**config.mk**
```make
export PLATFORM = sky130hd
export DESIGN_NAME = mem_hier_ctrl
export DESIGN_NICKNAME = d
export VERILOG_FILES = /design/src/hw/mem_hier_pkg.sv /design/src/hw/flush_ctl_if.sv /design/src/hw/flush_sequencer.sv /design/src/hw/miss_arbiter.sv /design/src/hw/mem_hier_regs.sv /design/src/hw/mem_hier_ctrl.sv
export VERILOG_INCLUDE_DIRS = /design/src /design/src/hw
export SDC_FILE = /design/constraint.sdc
export NUM_CORES = 1
export LEC_CHECK = 0
export BUFFER_PORTS_ARGS = -buffer_cell sky130_fd_sc_hd__buf_2
export CAP_MARGIN = 15
export CORE_AREA = 2 2 320 322
export DETAILED_ROUTE_END_ITERATION = 7
export DIE_AREA = 0 0 322 324
export PLACE_DENSITY = 0.4
export SKIP_LAST_GASP = 1
export SYNTH_ARGS = -nofsm -noshare
export SYNTH_HDL_FRONTEND = slang
export SYNTH_SLANG_ARGS = --single-unit
```
**constraint.sdc**
```tcl
create_clock -name clk -period 12.3 [get_ports clk]
set_clock_uncertainty 0.05 [all_clocks]
set_input_delay 2.46 -clock clk [delete_from_list [all_inputs] [get_ports clk]]
set_output_delay 2.46 -clock clk [all_outputs]
set_load 0.01 [all_outputs]
```
**src/hw/mem_hier_config.svh**
```systemverilog
`ifndef MEM_HIER_CONFIG_SVH
`define MEM_HIER_CONFIG_SVH

// memory side widths
`define ADDR_W 32
`define LINE_W 128
`define CNT_W 32
`define FLUSH_CNT_W 16

// wishbone slave
`define WB_DATA_W 32
`define WB_ADR_W 3

// register map, word addresses
`define REG_CTRL 3'd0
`define REG_L1I_ACC 3'd1
`define REG_L1I_HIT 3'd2
`define REG_L1D_ACC 3'd3
`define REG_L1D_HIT 3'd4
`define REG_L1I_GNT 3'd5
`define REG_L1D_GNT 3'd6

`endif

```
**src/hw/mem_hier_pkg.sv**
```systemverilog
`include "mem_hier_config.svh"

package mem_hier_pkg;

   typedef logic [`ADDR_W-1:0] mem_addr_t;      // line address
   typedef logic [`LINE_W-1:0] mem_line_t;
   typedef logic [`WB_DATA_W-1:0] wb_word_t;
   typedef logic [`CNT_W-1:0] counter_t;
   typedef logic [`FLUSH_CNT_W-1:0] flush_count_t;

   // memory port opcodes
   typedef enum logic [3:0]
   {
      MEM_LD_LINE = 4'd4,
      MEM_ST_LINE = 4'd7
   } mem_opcode_t;

   // GOT_L1D means l1d is done and l1i is still outstanding
   typedef enum logic [2:0]
   {
      FLUSH_IDLE       = 3'd0,
      WAIT_FOR_L1D_L1I = 3'd1,
      GOT_L1D          = 3'd2,
      GOT_L1I          = 3'd3,
      FLUSH_L2         = 3'd4
   } flush_state_t;

endpackage

```
**src/hw/flush_ctl_if.sv**
```systemverilog
`timescale 1ns/1ps

interface flush_ctl_if;
   import mem_hier_pkg::*;

   logic start_l1i;              // one cycle pulses from the register block
   logic start_l1d;
   logic in_flush;
   flush_count_t flush_count;    // completed flushes

   modport regs
   (
      output start_l1i,
      output start_l1d,
      input  in_flush,
      input  flush_count
   );

   modport seq
   (
      input  start_l1i,
      input  start_l1d,
      output in_flush,
      output flush_count
   );
endinterface

```
**src/hw/flush_sequencer.sv**
```systemverilog
`timescale 1ns/1ps

module flush_sequencer
(
   input  logic clk,
   input  logic reset,
   flush_ctl_if.seq ctl,
   output logic l1i_flush_req,
   output logic l1d_flush_req,
   output logic l2_flush_req,
   input  logic l1i_flush_done,
   input  logic l1d_flush_done,
   input  logic l2_flush_done
);
   import mem_hier_pkg::*;

   flush_state_t r_state, n_state;
   logic r_flush, n_flush;
   logic n_l1i_req, n_l1d_req, n_l2_req;
   flush_count_t r_count;

   assign ctl.in_flush = r_flush;
   assign ctl.flush_count = r_count;

   always_comb
   begin
      n_state = r_state;
      n_flush = r_flush;
      n_l1i_req = 1'b0;
      n_l1d_req = 1'b0;
      n_l2_req = 1'b0;
      case (r_state)
         FLUSH_IDLE:
         begin
            if (ctl.start_l1i || ctl.start_l1d)
            begin
               n_flush = 1'b1;
               n_l1i_req = ctl.start_l1i;
               n_l1d_req = ctl.start_l1d;
               if (ctl.start_l1i && ctl.start_l1d)
                  n_state = WAIT_FOR_L1D_L1I;
               else if (ctl.start_l1i)
                  n_state = GOT_L1D;  // l1d not selected, counts as done
               else
                  n_state = GOT_L1I;
            end
         end
         WAIT_FOR_L1D_L1I:
         begin
            if (l1d_flush_done && l1i_flush_done)
            begin
               n_state = FLUSH_L2;
               n_l2_req = 1'b1;
            end
            else if (l1d_flush_done)
               n_state = GOT_L1D;
            else if (l1i_flush_done)
               n_state = GOT_L1I;
         end
         GOT_L1D:
         begin
            if (l1i_flush_done)
            begin
               n_state = FLUSH_L2;
               n_l2_req = 1'b1;
            end
         end
         GOT_L1I:
         begin
            if (l1d_flush_done)
            begin
               n_state = FLUSH_L2;
               n_l2_req = 1'b1;
            end
         end
         FLUSH_L2:
         begin
            if (l2_flush_done)
            begin
               n_flush = 1'b0;
               n_state = FLUSH_IDLE;
            end
         end
         default:
            n_state = FLUSH_IDLE;
      endcase
   end

   always_ff @(posedge clk)
   begin
      if (reset)
      begin
         r_state <= FLUSH_IDLE;
         r_flush <= 1'b0;
         l1i_flush_req <= 1'b0;
         l1d_flush_req <= 1'b0;
         l2_flush_req <= 1'b0;
         r_count <= '0;
      end
      else
      begin
         r_state <= n_state;
         r_flush <= n_flush;
         l1i_flush_req <= n_l1i_req;
         l1d_flush_req <= n_l1d_req;
         l2_flush_req <= n_l2_req;
         if (r_state == FLUSH_L2 && l2_flush_done)
            r_count <= r_count + 1'b1;
      end
   end
endmodule

```
**src/hw/miss_arbiter.sv**
```systemverilog
`timescale 1ns/1ps

module miss_arbiter
(
   input  logic clk,
   input  logic reset,
   input  logic in_flush,

   // instruction miss port, loads only
   input  logic l1i_req_valid,
   input  mem_hier_pkg::mem_addr_t l1i_req_addr,
   output logic l1i_rsp_valid,
   output mem_hier_pkg::mem_line_t l1i_rsp_data,

   // data miss port
   input  logic l1d_req_valid,
   input  mem_hier_pkg::mem_addr_t l1d_req_addr,
   input  mem_hier_pkg::mem_opcode_t l1d_req_opcode,
   input  mem_hier_pkg::mem_line_t l1d_req_store_data,
   output logic l1d_rsp_valid,
   output mem_hier_pkg::mem_line_t l1d_rsp_data,

   // shared memory port
   output logic mem_req_valid,
   output mem_hier_pkg::mem_addr_t mem_req_addr,
   output mem_hier_pkg::mem_opcode_t mem_req_opcode,
   output mem_hier_pkg::mem_line_t mem_req_store_data,
   input  logic mem_rsp_valid,
   input  mem_hier_pkg::mem_line_t mem_rsp_load_data,

   output logic l1i_grant,
   output logic l1d_grant
);
   import mem_hier_pkg::*;

   logic busy;
   logic owner_d;        // outstanding request belongs to l1d
   logic grant_ok;
   logic start;
   logic done;
   mem_line_t r_rsp_data;

   // requester still sees its valid in the response cycle, so hold off then
   assign grant_ok = !busy && !in_flush && !l1i_rsp_valid && !l1d_rsp_valid;
   assign start = grant_ok && (l1d_req_valid || l1i_req_valid);
   assign done = busy && mem_rsp_valid;

   always_ff @(posedge clk)
   begin
      if (reset)
      begin
         busy <= 1'b0;
         mem_req_valid <= 1'b0;
         l1i_rsp_valid <= 1'b0;
         l1d_rsp_valid <= 1'b0;
      end
      else
      begin
         mem_req_valid <= start;
         l1i_rsp_valid <= done && !owner_d;
         l1d_rsp_valid <= done && owner_d;
         if (start)
            busy <= 1'b1;
         else if (done)
            busy <= 1'b0;
      end
   end

   always_ff @(posedge clk)
   begin
      if (start)
      begin
         owner_d <= l1d_req_valid;   // data side wins
         if (l1d_req_valid)
         begin
            mem_req_addr <= l1d_req_addr;
            mem_req_opcode <= l1d_req_opcode;
            mem_req_store_data <= l1d_req_store_data;
         end
         else
         begin
            mem_req_addr <= l1i_req_addr;
            mem_req_opcode <= MEM_LD_LINE;
         end
      end
      if (done)
         r_rsp_data <= mem_rsp_load_data;
   end

   assign l1i_rsp_data = r_rsp_data;
   assign l1d_rsp_data = r_rsp_data;

   // one grant per completed transaction
   assign l1i_grant = l1i_rsp_valid;
   assign l1d_grant = l1d_rsp_valid;
endmodule

```
**src/hw/mem_hier_regs.sv**
```systemverilog
`timescale 1ns/1ps
`include "mem_hier_config.svh"

module mem_hier_regs
(
   input  logic clk,
   input  logic reset,

   // wishbone classic slave
   input  logic wb_cyc,
   input  logic wb_stb,
   input  logic wb_we,
   input  logic [`WB_ADR_W-1:0] wb_adr,
   input  mem_hier_pkg::wb_word_t wb_dat_w,
   output mem_hier_pkg::wb_word_t wb_dat_r,
   output logic wb_ack,

   // event pulses
   input  logic l1i_access,
   input  logic l1i_hit,
   input  logic l1d_access,
   input  logic l1d_hit,
   input  logic l1i_grant,
   input  logic l1d_grant,

   flush_ctl_if.regs flush
);
   import mem_hier_pkg::*;

   localparam int N_CNT = 6;

   counter_t cnt [N_CNT];
   logic [N_CNT-1:0] ev;
   logic wr;

   // counter i lives at word address i + 1
   assign ev = {l1d_grant, l1i_grant, l1d_hit, l1d_access, l1i_hit, l1i_access};

   // writes land in the ack cycle
   assign wr = wb_ack && wb_cyc && wb_stb && wb_we;

   always_ff @(posedge clk)
   begin
      if (reset)
         wb_ack <= 1'b0;
      else
         wb_ack <= wb_cyc && wb_stb && !wb_ack;
   end

   assign flush.start_l1i = wr && (wb_adr == `REG_CTRL) && wb_dat_w[0];
   assign flush.start_l1d = wr && (wb_adr == `REG_CTRL) && wb_dat_w[1];

   always_ff @(posedge clk)
   begin
      if (reset)
      begin
         for (int i = 0; i < N_CNT; i++)
            cnt[i] <= '0;
      end
      else
      begin
         for (int i = 0; i < N_CNT; i++)
         begin
            if (wr && int'(wb_adr) == i + 1)
               cnt[i] <= '0;   // clear beats a same cycle event
            else if (ev[i])
               cnt[i] <= cnt[i] + 1'b1;
         end
      end
   end

   always_comb
   begin
      wb_dat_r = '0;
      case (wb_adr)
         `REG_CTRL:
         begin
            wb_dat_r = {flush.flush_count,
                        {(`WB_DATA_W - `FLUSH_CNT_W - 1){1'b0}},
                        flush.in_flush};
         end
         `REG_L1I_ACC:
            wb_dat_r = cnt[0];
         `REG_L1I_HIT:
            wb_dat_r = cnt[1];
         `REG_L1D_ACC:
            wb_dat_r = cnt[2];
         `REG_L1D_HIT:
            wb_dat_r = cnt[3];
         `REG_L1I_GNT:
            wb_dat_r = cnt[4];
         `REG_L1D_GNT:
            wb_dat_r = cnt[5];
         default:
            wb_dat_r = '0;   // unmapped
      endcase
   end
endmodule

```
**src/hw/mem_hier_ctrl.sv**
```systemverilog
`timescale 1ns/1ps
`include "mem_hier_config.svh"

module mem_hier_ctrl
(
   input  logic clk,
   input  logic reset,

   input  logic wb_cyc,
   input  logic wb_stb,
   input  logic wb_we,
   input  logic [`WB_ADR_W-1:0] wb_adr,
   input  mem_hier_pkg::wb_word_t wb_dat_w,
   output mem_hier_pkg::wb_word_t wb_dat_r,
   output logic wb_ack,

   input  logic l1i_req_valid,
   input  mem_hier_pkg::mem_addr_t l1i_req_addr,
   output logic l1i_rsp_valid,
   output mem_hier_pkg::mem_line_t l1i_rsp_data,

   input  logic l1d_req_valid,
   input  mem_hier_pkg::mem_addr_t l1d_req_addr,
   input  mem_hier_pkg::mem_opcode_t l1d_req_opcode,
   input  mem_hier_pkg::mem_line_t l1d_req_store_data,
   output logic l1d_rsp_valid,
   output mem_hier_pkg::mem_line_t l1d_rsp_data,

   output logic mem_req_valid,
   output mem_hier_pkg::mem_addr_t mem_req_addr,
   output mem_hier_pkg::mem_opcode_t mem_req_opcode,
   output mem_hier_pkg::mem_line_t mem_req_store_data,
   input  logic mem_rsp_valid,
   input  mem_hier_pkg::mem_line_t mem_rsp_load_data,

   output logic l1i_flush_req,
   output logic l1d_flush_req,
   input  logic l1i_flush_done,
   input  logic l1d_flush_done,
   output logic l2_flush_req,
   input  logic l2_flush_done,
   output logic in_flush_mode,

   input  logic l1i_access,
   input  logic l1i_hit,
   input  logic l1d_access,
   input  logic l1d_hit
);

   logic l1i_grant;
   logic l1d_grant;

   flush_ctl_if flush ();

   assign in_flush_mode = flush.in_flush;

   mem_hier_regs regs
   (
      .clk(clk),
      .reset(reset),
      .wb_cyc(wb_cyc),
      .wb_stb(wb_stb),
      .wb_we(wb_we),
      .wb_adr(wb_adr),
      .wb_dat_w(wb_dat_w),
      .wb_dat_r(wb_dat_r),
      .wb_ack(wb_ack),
      .l1i_access(l1i_access),
      .l1i_hit(l1i_hit),
      .l1d_access(l1d_access),
      .l1d_hit(l1d_hit),
      .l1i_grant(l1i_grant),
      .l1d_grant(l1d_grant),
      .flush(flush.regs)
   );

   flush_sequencer seq
   (
      .clk(clk),
      .reset(reset),
      .ctl(flush.seq),
      .l1i_flush_req(l1i_flush_req),
      .l1d_flush_req(l1d_flush_req),
      .l2_flush_req(l2_flush_req),
      .l1i_flush_done(l1i_flush_done),
      .l1d_flush_done(l1d_flush_done),
      .l2_flush_done(l2_flush_done)
   );

   // no new grants while a flush is running
   miss_arbiter arb
   (
      .clk(clk),
      .reset(reset),
      .in_flush(flush.in_flush),
      .l1i_req_valid(l1i_req_valid),
      .l1i_req_addr(l1i_req_addr),
      .l1i_rsp_valid(l1i_rsp_valid),
      .l1i_rsp_data(l1i_rsp_data),
      .l1d_req_valid(l1d_req_valid),
      .l1d_req_addr(l1d_req_addr),
      .l1d_req_opcode(l1d_req_opcode),
      .l1d_req_store_data(l1d_req_store_data),
      .l1d_rsp_valid(l1d_rsp_valid),
      .l1d_rsp_data(l1d_rsp_data),
      .mem_req_valid(mem_req_valid),
      .mem_req_addr(mem_req_addr),
      .mem_req_opcode(mem_req_opcode),
      .mem_req_store_data(mem_req_store_data),
      .mem_rsp_valid(mem_rsp_valid),
      .mem_rsp_load_data(mem_rsp_load_data),
      .l1i_grant(l1i_grant),
      .l1d_grant(l1d_grant)
   );
endmodule

```
* Yosys cells after proc, flatten, opt, wreduce, memory -nomap -nowiden *
Memory sizes are Yosys's and may differ from the RTL's.
Cells that the tools add are included.

storage, ports and cells
  output and inout bits = 460
  memories = 1
  logic and storage cells = 176
  RAM bits = 192
  register bits after elaboration = 321

cells by class
  bitwise logic cells = 14
  equal/unequal tests = 21
  mux-type cells = 77
  add/subtract/negate cells = 7
  reductions and logical operators = 40

memories
  name      words  bits a word  read ports  clocked after memory_dff  write ports  RTL line             RTL
  regs.cnt  6      32           6           0                         6            mem_hier_regs.sv:32  counter_t cnt [N_CNT];

operators by type and width
  operator                                                                count
  32-bit 2-to-1 mux                                                       13
  32-bit case mux with 7 select lines                                     1
  32-bit by 1-bit adder with 32-bit output (second input constant)        6
  1-bit 2-to-1 mux                                                        52
  3-bit equality test (second input constant)                             8
  1-bit logical AND                                                       24
  3-bit 2-to-1 mux                                                        8
  3-bit by 2-bit equality test with 1-bit output (second input constant)  6
  16-bit by 1-bit adder with 16-bit output (second input constant)        1
  3-bit case mux with 5 select lines                                      1
  1-bit OR                                                                12
  3-bit by 1-bit equality test with 1-bit output (second input constant)  2
  1-bit zero test                                                         6
  3-bit zero test                                                         2
  2-bit != test (second input constant)                                   3
  5-bit AND reduction                                                     1
  4-bit by 3-bit != test with 1-bit output (second input constant)        1
  2-bit nonzero test                                                      2
  1-bit case mux with 3 select lines                                      1
  3-bit AND reduction                                                     1
  3-bit OR reduction                                                      1
  1-bit logical OR                                                        2
  2-bit by 1-bit != test with 1-bit output (second input constant)        1
  1-bit NOT                                                               2
  2 further kinds                                                         2

* Depth between registers and ports, before layout *
  depth after elaboration = 9
  mapped depth = 7
  mapped depth without buffers = 5

* By module *
A second synthesis with hierarchy kept.

unflattened totals
  cells, all modules = 1,869
  area, all modules = 23,704.0 µm²

by module, submodules not included
  module           cells an instance  times used  area an instance (µm²)
  mem_hier_regs    1,273              1           12,299.3
  miss_arbiter     479                1           10,334.9
  flush_sequencer  117                1           1,069.8

* Worst setup path before layout *
Ideal clock, no wire load.

  path type = input -> register
  from = input l1d_req_valid
  to = register arb.mem_req_store_data[0], enable pin
  arrival time = 6.064 ns
  setup time = 0.502 ns
  stages on the path = 3
  path slack = 5.684 ns
  path through = clkbuf_1 > clkbuf_1 > and2_1

on the way
  longest elaborated chain between the ends = 3

RTL lines
  element                            RTL line             RTL
  from (decl)                        mem_hier_ctrl.sv:22  input logic l1d_req_valid,
  1-bit logical OR                   miss_arbiter.sv:45   assign start = grant_ok && (l1d_req_valid || l1i_req_valid);
  1-bit logical AND                  miss_arbiter.sv:45
  2-bit AND reduction (no line) (*)  n/a
  to (signal assigned)               miss_arbiter.sv:78   mem_req_store_data <= l1d_req_store_data;
  to (decl)                          miss_arbiter.sv:27   output mem_hier_pkg::mem_line_t mem_req_store_data,

Every way passes the cells marked *; elsewhere a longest branch is shown, timed or not.
A chain may end at the register's enable or synchronous reset.

* Worst setup path in the final report *
  from = input wb_adr[1]
  to = output wb_dat_r[29]

on the way
  longest elaborated chain between the ends = 2
  elaborated cells between the ends (all ways) = 8
  classes of those cells = eq/ne: 6; mux: 1; reduce/logical: 1

RTL lines
  element                                      RTL line             RTL
  from (decl)                                  mem_hier_ctrl.sv:12  input logic [`WB_ADR_W-1:0] wb_adr,
  3-bit equality test (tied with other cells)  mem_hier_regs.sv:75  case (wb_adr)
  32-bit case mux with 7 select lines (*)      mem_hier_regs.sv:75
  to (decl)                                    mem_hier_ctrl.sv:14  output mem_hier_pkg::wb_word_t wb_dat_r,

Marked as above.

==> flow_metrics.tcl <==
set metrics [dict create \
    whs_endpoint "arb.l1i_grant" \
    dp_hpwl_mm 64.8 \
    hold_viol 0 \
    worstHoldStart "arb.owner_d" \
    hold_path_depth 1 \
    finalPower_mw 4.38 \
    final-max-slew-violation-count 0 \
    yosys.area_share.simple_pct 14.2 \
    cts_setup_buffers 0 \
    p_int_mw 3.27 \
    syn2layout_area_growth_pct 27.8 \
    drcViolationCount 0 \
    worstSetupPathType "in -> out" \
    status "finished clean" \
    path_cells "buf_2, nor2b_1, a22oi_1, o21ai_0, buf_2" \
    ioPinCount 834 \
    cts_sinks 513 \
    p_per_area_mw_per_mm2 145 \
    grt_pass1_wl_mm 120 \
    grt_pass1_vias 18223 \
    synth_edf_count 485 \
    synth_flop_cell "edfxtp_1" \
    nNetsFinal 2939 \
    cp_top_family "compound AO/OA/AOI/OAI gates" \
    numCtsBuffers 66 \
    h-tree-depth 3 \
    grt_usage_pct 15.5 \
    cts_tree "built" \
    postLayoutCoreUtil_pct 29.9 \
    crit_required_ps 9790 \
    switching_share_pct 25.5 \
    leakage_nw 11.2 \
    cts_max_path_buffers 3 \
    grt_max_degree 82 \
    pwr-share-comb_pct 9.0 \
    drt_pass1_iterations 5 \
    rows 117 \
    start_util_pct 23.4 \
    hold_class "reg -> reg" \
    start_kind "primary input" \
    tightest_slew_ps 1110 \
    yosysUniqueCellTypes 67 \
    dpl_cell_area_sq_mm 0.0282 \
    ir_drop_v 0.000112 \
    reg2reg_depth 3 \
    routedWlPerCell_um 21.7 \
    fmax_mhz 133 \
    async_reset_ff_share_pct 0 \
    antenna_left 0 \
    rsz0062_at_grt "no" \
    power_switching_mw 1.12 \
    path_clk_slew_ps 60 \
    hold_buffers 0 \
    die_area_sq_mm 0.104 \
    r2r-end "arb.mem_req_store_data[106]" \
    yosys_warnings 0 \
    cts.repair.resized 0 \
    die_x_um 322 \
    period_share_pct 61.3 \
    seqPwrFrac_pct 49.0 \
    ys_seq_elements 513 \
    port_buffers 803 \
    stdcell_count 3916 \
    grt.overflow.total 0 \
    die_y_um 324 \
    setup-tns-final_ps 0 \
    layout.cells.most_common_list "buf_2 (804), edfxtp_1 (485), a21oi_1 (124)" \
    final_layout_size_suffix_gt1_share_pct 37.5 \
    period_needed_ps 7530 \
    synth_fa_ha_area_share_pct 0.370 \
    drt_iter0_drc 1404 \
    crit_path_top_delay_cell "nor2b_1" \
    core-area_sq_mm 0.101 \
    cp_data_arrival_time_ps 5020 \
    netlist_instances 1884 \
    viasPerCell 4.76 \
    synth.cell_area_sq_mm 0.0237 \
    reg2reg_setup_slack_ps 9120 \
    synth-xor-area-share_pct 2.78 \
    worstSkewPairLatency_ps 610 \
    power_frac_clock_pct 42.0 \
    syn-num-nets 2265 \
    avgSynthCellArea_sq_um 12.6 \
    synthMuxAreaShare_pct 2.56 \
    place.gp.congestion 0.827 \
    setup_viol 0 \
    r2r_start "arb.l1i_grant" \
    antenna_found_initial 4 \
    cpPeakStageDelay_ps 730 \
    yosysSeqAreaShare_pct 63.9 \
    cp_common_cell "buf_2" \
    wl_mm 84.9 \
    clockRootBuffer "clkbuf_16" \
    slew_headroom_pct 26.1 \
    num_vias 18636 \
    critPathBufInv 2 \
    synth_compound_area_share_pct 9.93 \
    design_area_sq_mm 0.0302 \
    synth_top_family_by_area "simple AND/OR/NAND/NOR gates" \
    layout_commonest_cell "buf_2" \
    max-cap-violations 0 \
    placed_cells 3796 \
    critPathMaxFanout 33 \
    endpoint_kind "primary output" \
    fillCellCount 10353 \
]
-- worst register-to-register path, delay by kind of cell, from the launching register on --
kind,cells,cell delay (ps)
simple gates,2,1250
buf+inv,1,900
flops,1,490
-- stage by stage --
step / setup WS [ps] / hold WS (ps)
after floorplan: 5680 / 357
after global placement: 4870 / 369
after detailed placement: 4770 / 389
after CTS: 4770 / 400
after global routing: 4680 / 412
final: 4770 / 395
-- kinds of logic (layout without fill, tap and decap cells) --
family | after synthesis | in the layout
other cells | 0 | 1
xor+xnor | 75 | 75
fa+ha+maj | 7 | 7
mux | 56 | 56
compound gates | 361 | 361
flops | 513 | 513
buf+inv | 257 | 979
simple gates | 615 | 615
-- Yosys cell counts (5+ instances only) --
cell type,count,area (sq um)
a21oi_1,124,621
a22o_1,10,87.6
nor2_1,107,402
nor3_1,24,120
dfxtp_1,28,561
or2_2,5,31.3
inv_1,39,146
xor2_1,32,280
o21ai_0,43,215
or3_1,32,200
a22oi_1,63,473
a221oi_1,5,43.8
nand2_1,97,364
nand2b_1,14,87.6
mux2i_1,20,200
o21a_1,7,52.6
and2_1,20,125
xnor2_1,43,377
clkbuf_1,74,278
buf_4,129,968
nand4_1,55,344
or4_1,76,571
ha_1,7,87.6
and4_1,19,166
mux2_2,36,405
edfxtp_1,485,14600
buf_2,7,35.0
nor4_1,23,144
o31ai_1,69,518
nand3_1,103,515
and3_1,21,131
-- sequential cells by signal, summed over array words and instances (netlist names) --
signal,cells
seq.ctl.in_flush,1
seq.r_state,3
seq.l1d_flush_req,1
arb.l1i_grant,1
seq.l2_flush_req,1
regs.cnt,192
seq.ctl.flush_count,16
arb.mem_req_store_data,128
seq.l1i_flush_req,1
arb.mem_req_valid,1
arb.mem_req_opcode,4
arb.busy,1
regs.wb_ack,1
arb.l1d_rsp_data,128
arb.mem_req_addr,32
arb.owner_d,1
arb.l1d_grant,1
-- worst max-delay path by stage --
stage / start / to / slack, ps / depth (start not counted)
after floorplan: l1d_req_valid / arb.mem_req_store_data[0] / 5680 / 3
after global placement: wb_adr[0] / wb_dat_r[30] / 4870 / 6
after detailed placement: wb_adr[0] / wb_dat_r[30] / 4770 / 6
after CTS: wb_adr[1] / wb_dat_r[29] / 4770 / 5
after global routing: wb_adr[0] / wb_dat_r[30] / 4680 / 6
final: wb_adr[1] / wb_dat_r[29] / 4770 / 5
-- cell type report --
| cell class | instances | area, sq um | area share (%) |
|---|---|---|---|
| Multi-Input combinational cell | 1114 | 7090 | 23.4 |
| Inverter | 39 | 149 | 0.492 |
| Tap cell | 1309 | 1640 | 5.42 |
| Timing Repair Buffer | 824 | 4210 | 13.9 |
| Clock buffer | 72 | 1720 | 5.68 |
| Sequential cell | 513 | 15100 | 50.0 |
| Antenna cell | 1 | 2.50 | 0.00827 |
| Clock inverter | 44 | 313 | 1.03 |
-- layer usage --
layer	share of wire (%)	vias up	track usage, %
met2	48	871	26.0
met3	8.2	104	3.92
li1	-	8539	-
met1	40	9118	19.1
met5	0.025	-	0
met4	2.9	4	5.84
-- power groups by stage --
stage	Combinational [mW]	Clock, mW	Sequential [mW]
after floorplan	0.180	0	2.17
after global placement	0.398	0	2.18
after detailed placement	0.402	0	2.18
after CTS	0.403	1.92	2.15
after global routing	0.435	1.98	2.16
final	0.396	1.84	2.15
Note: power is estimated with default switching activity, not from simulation.
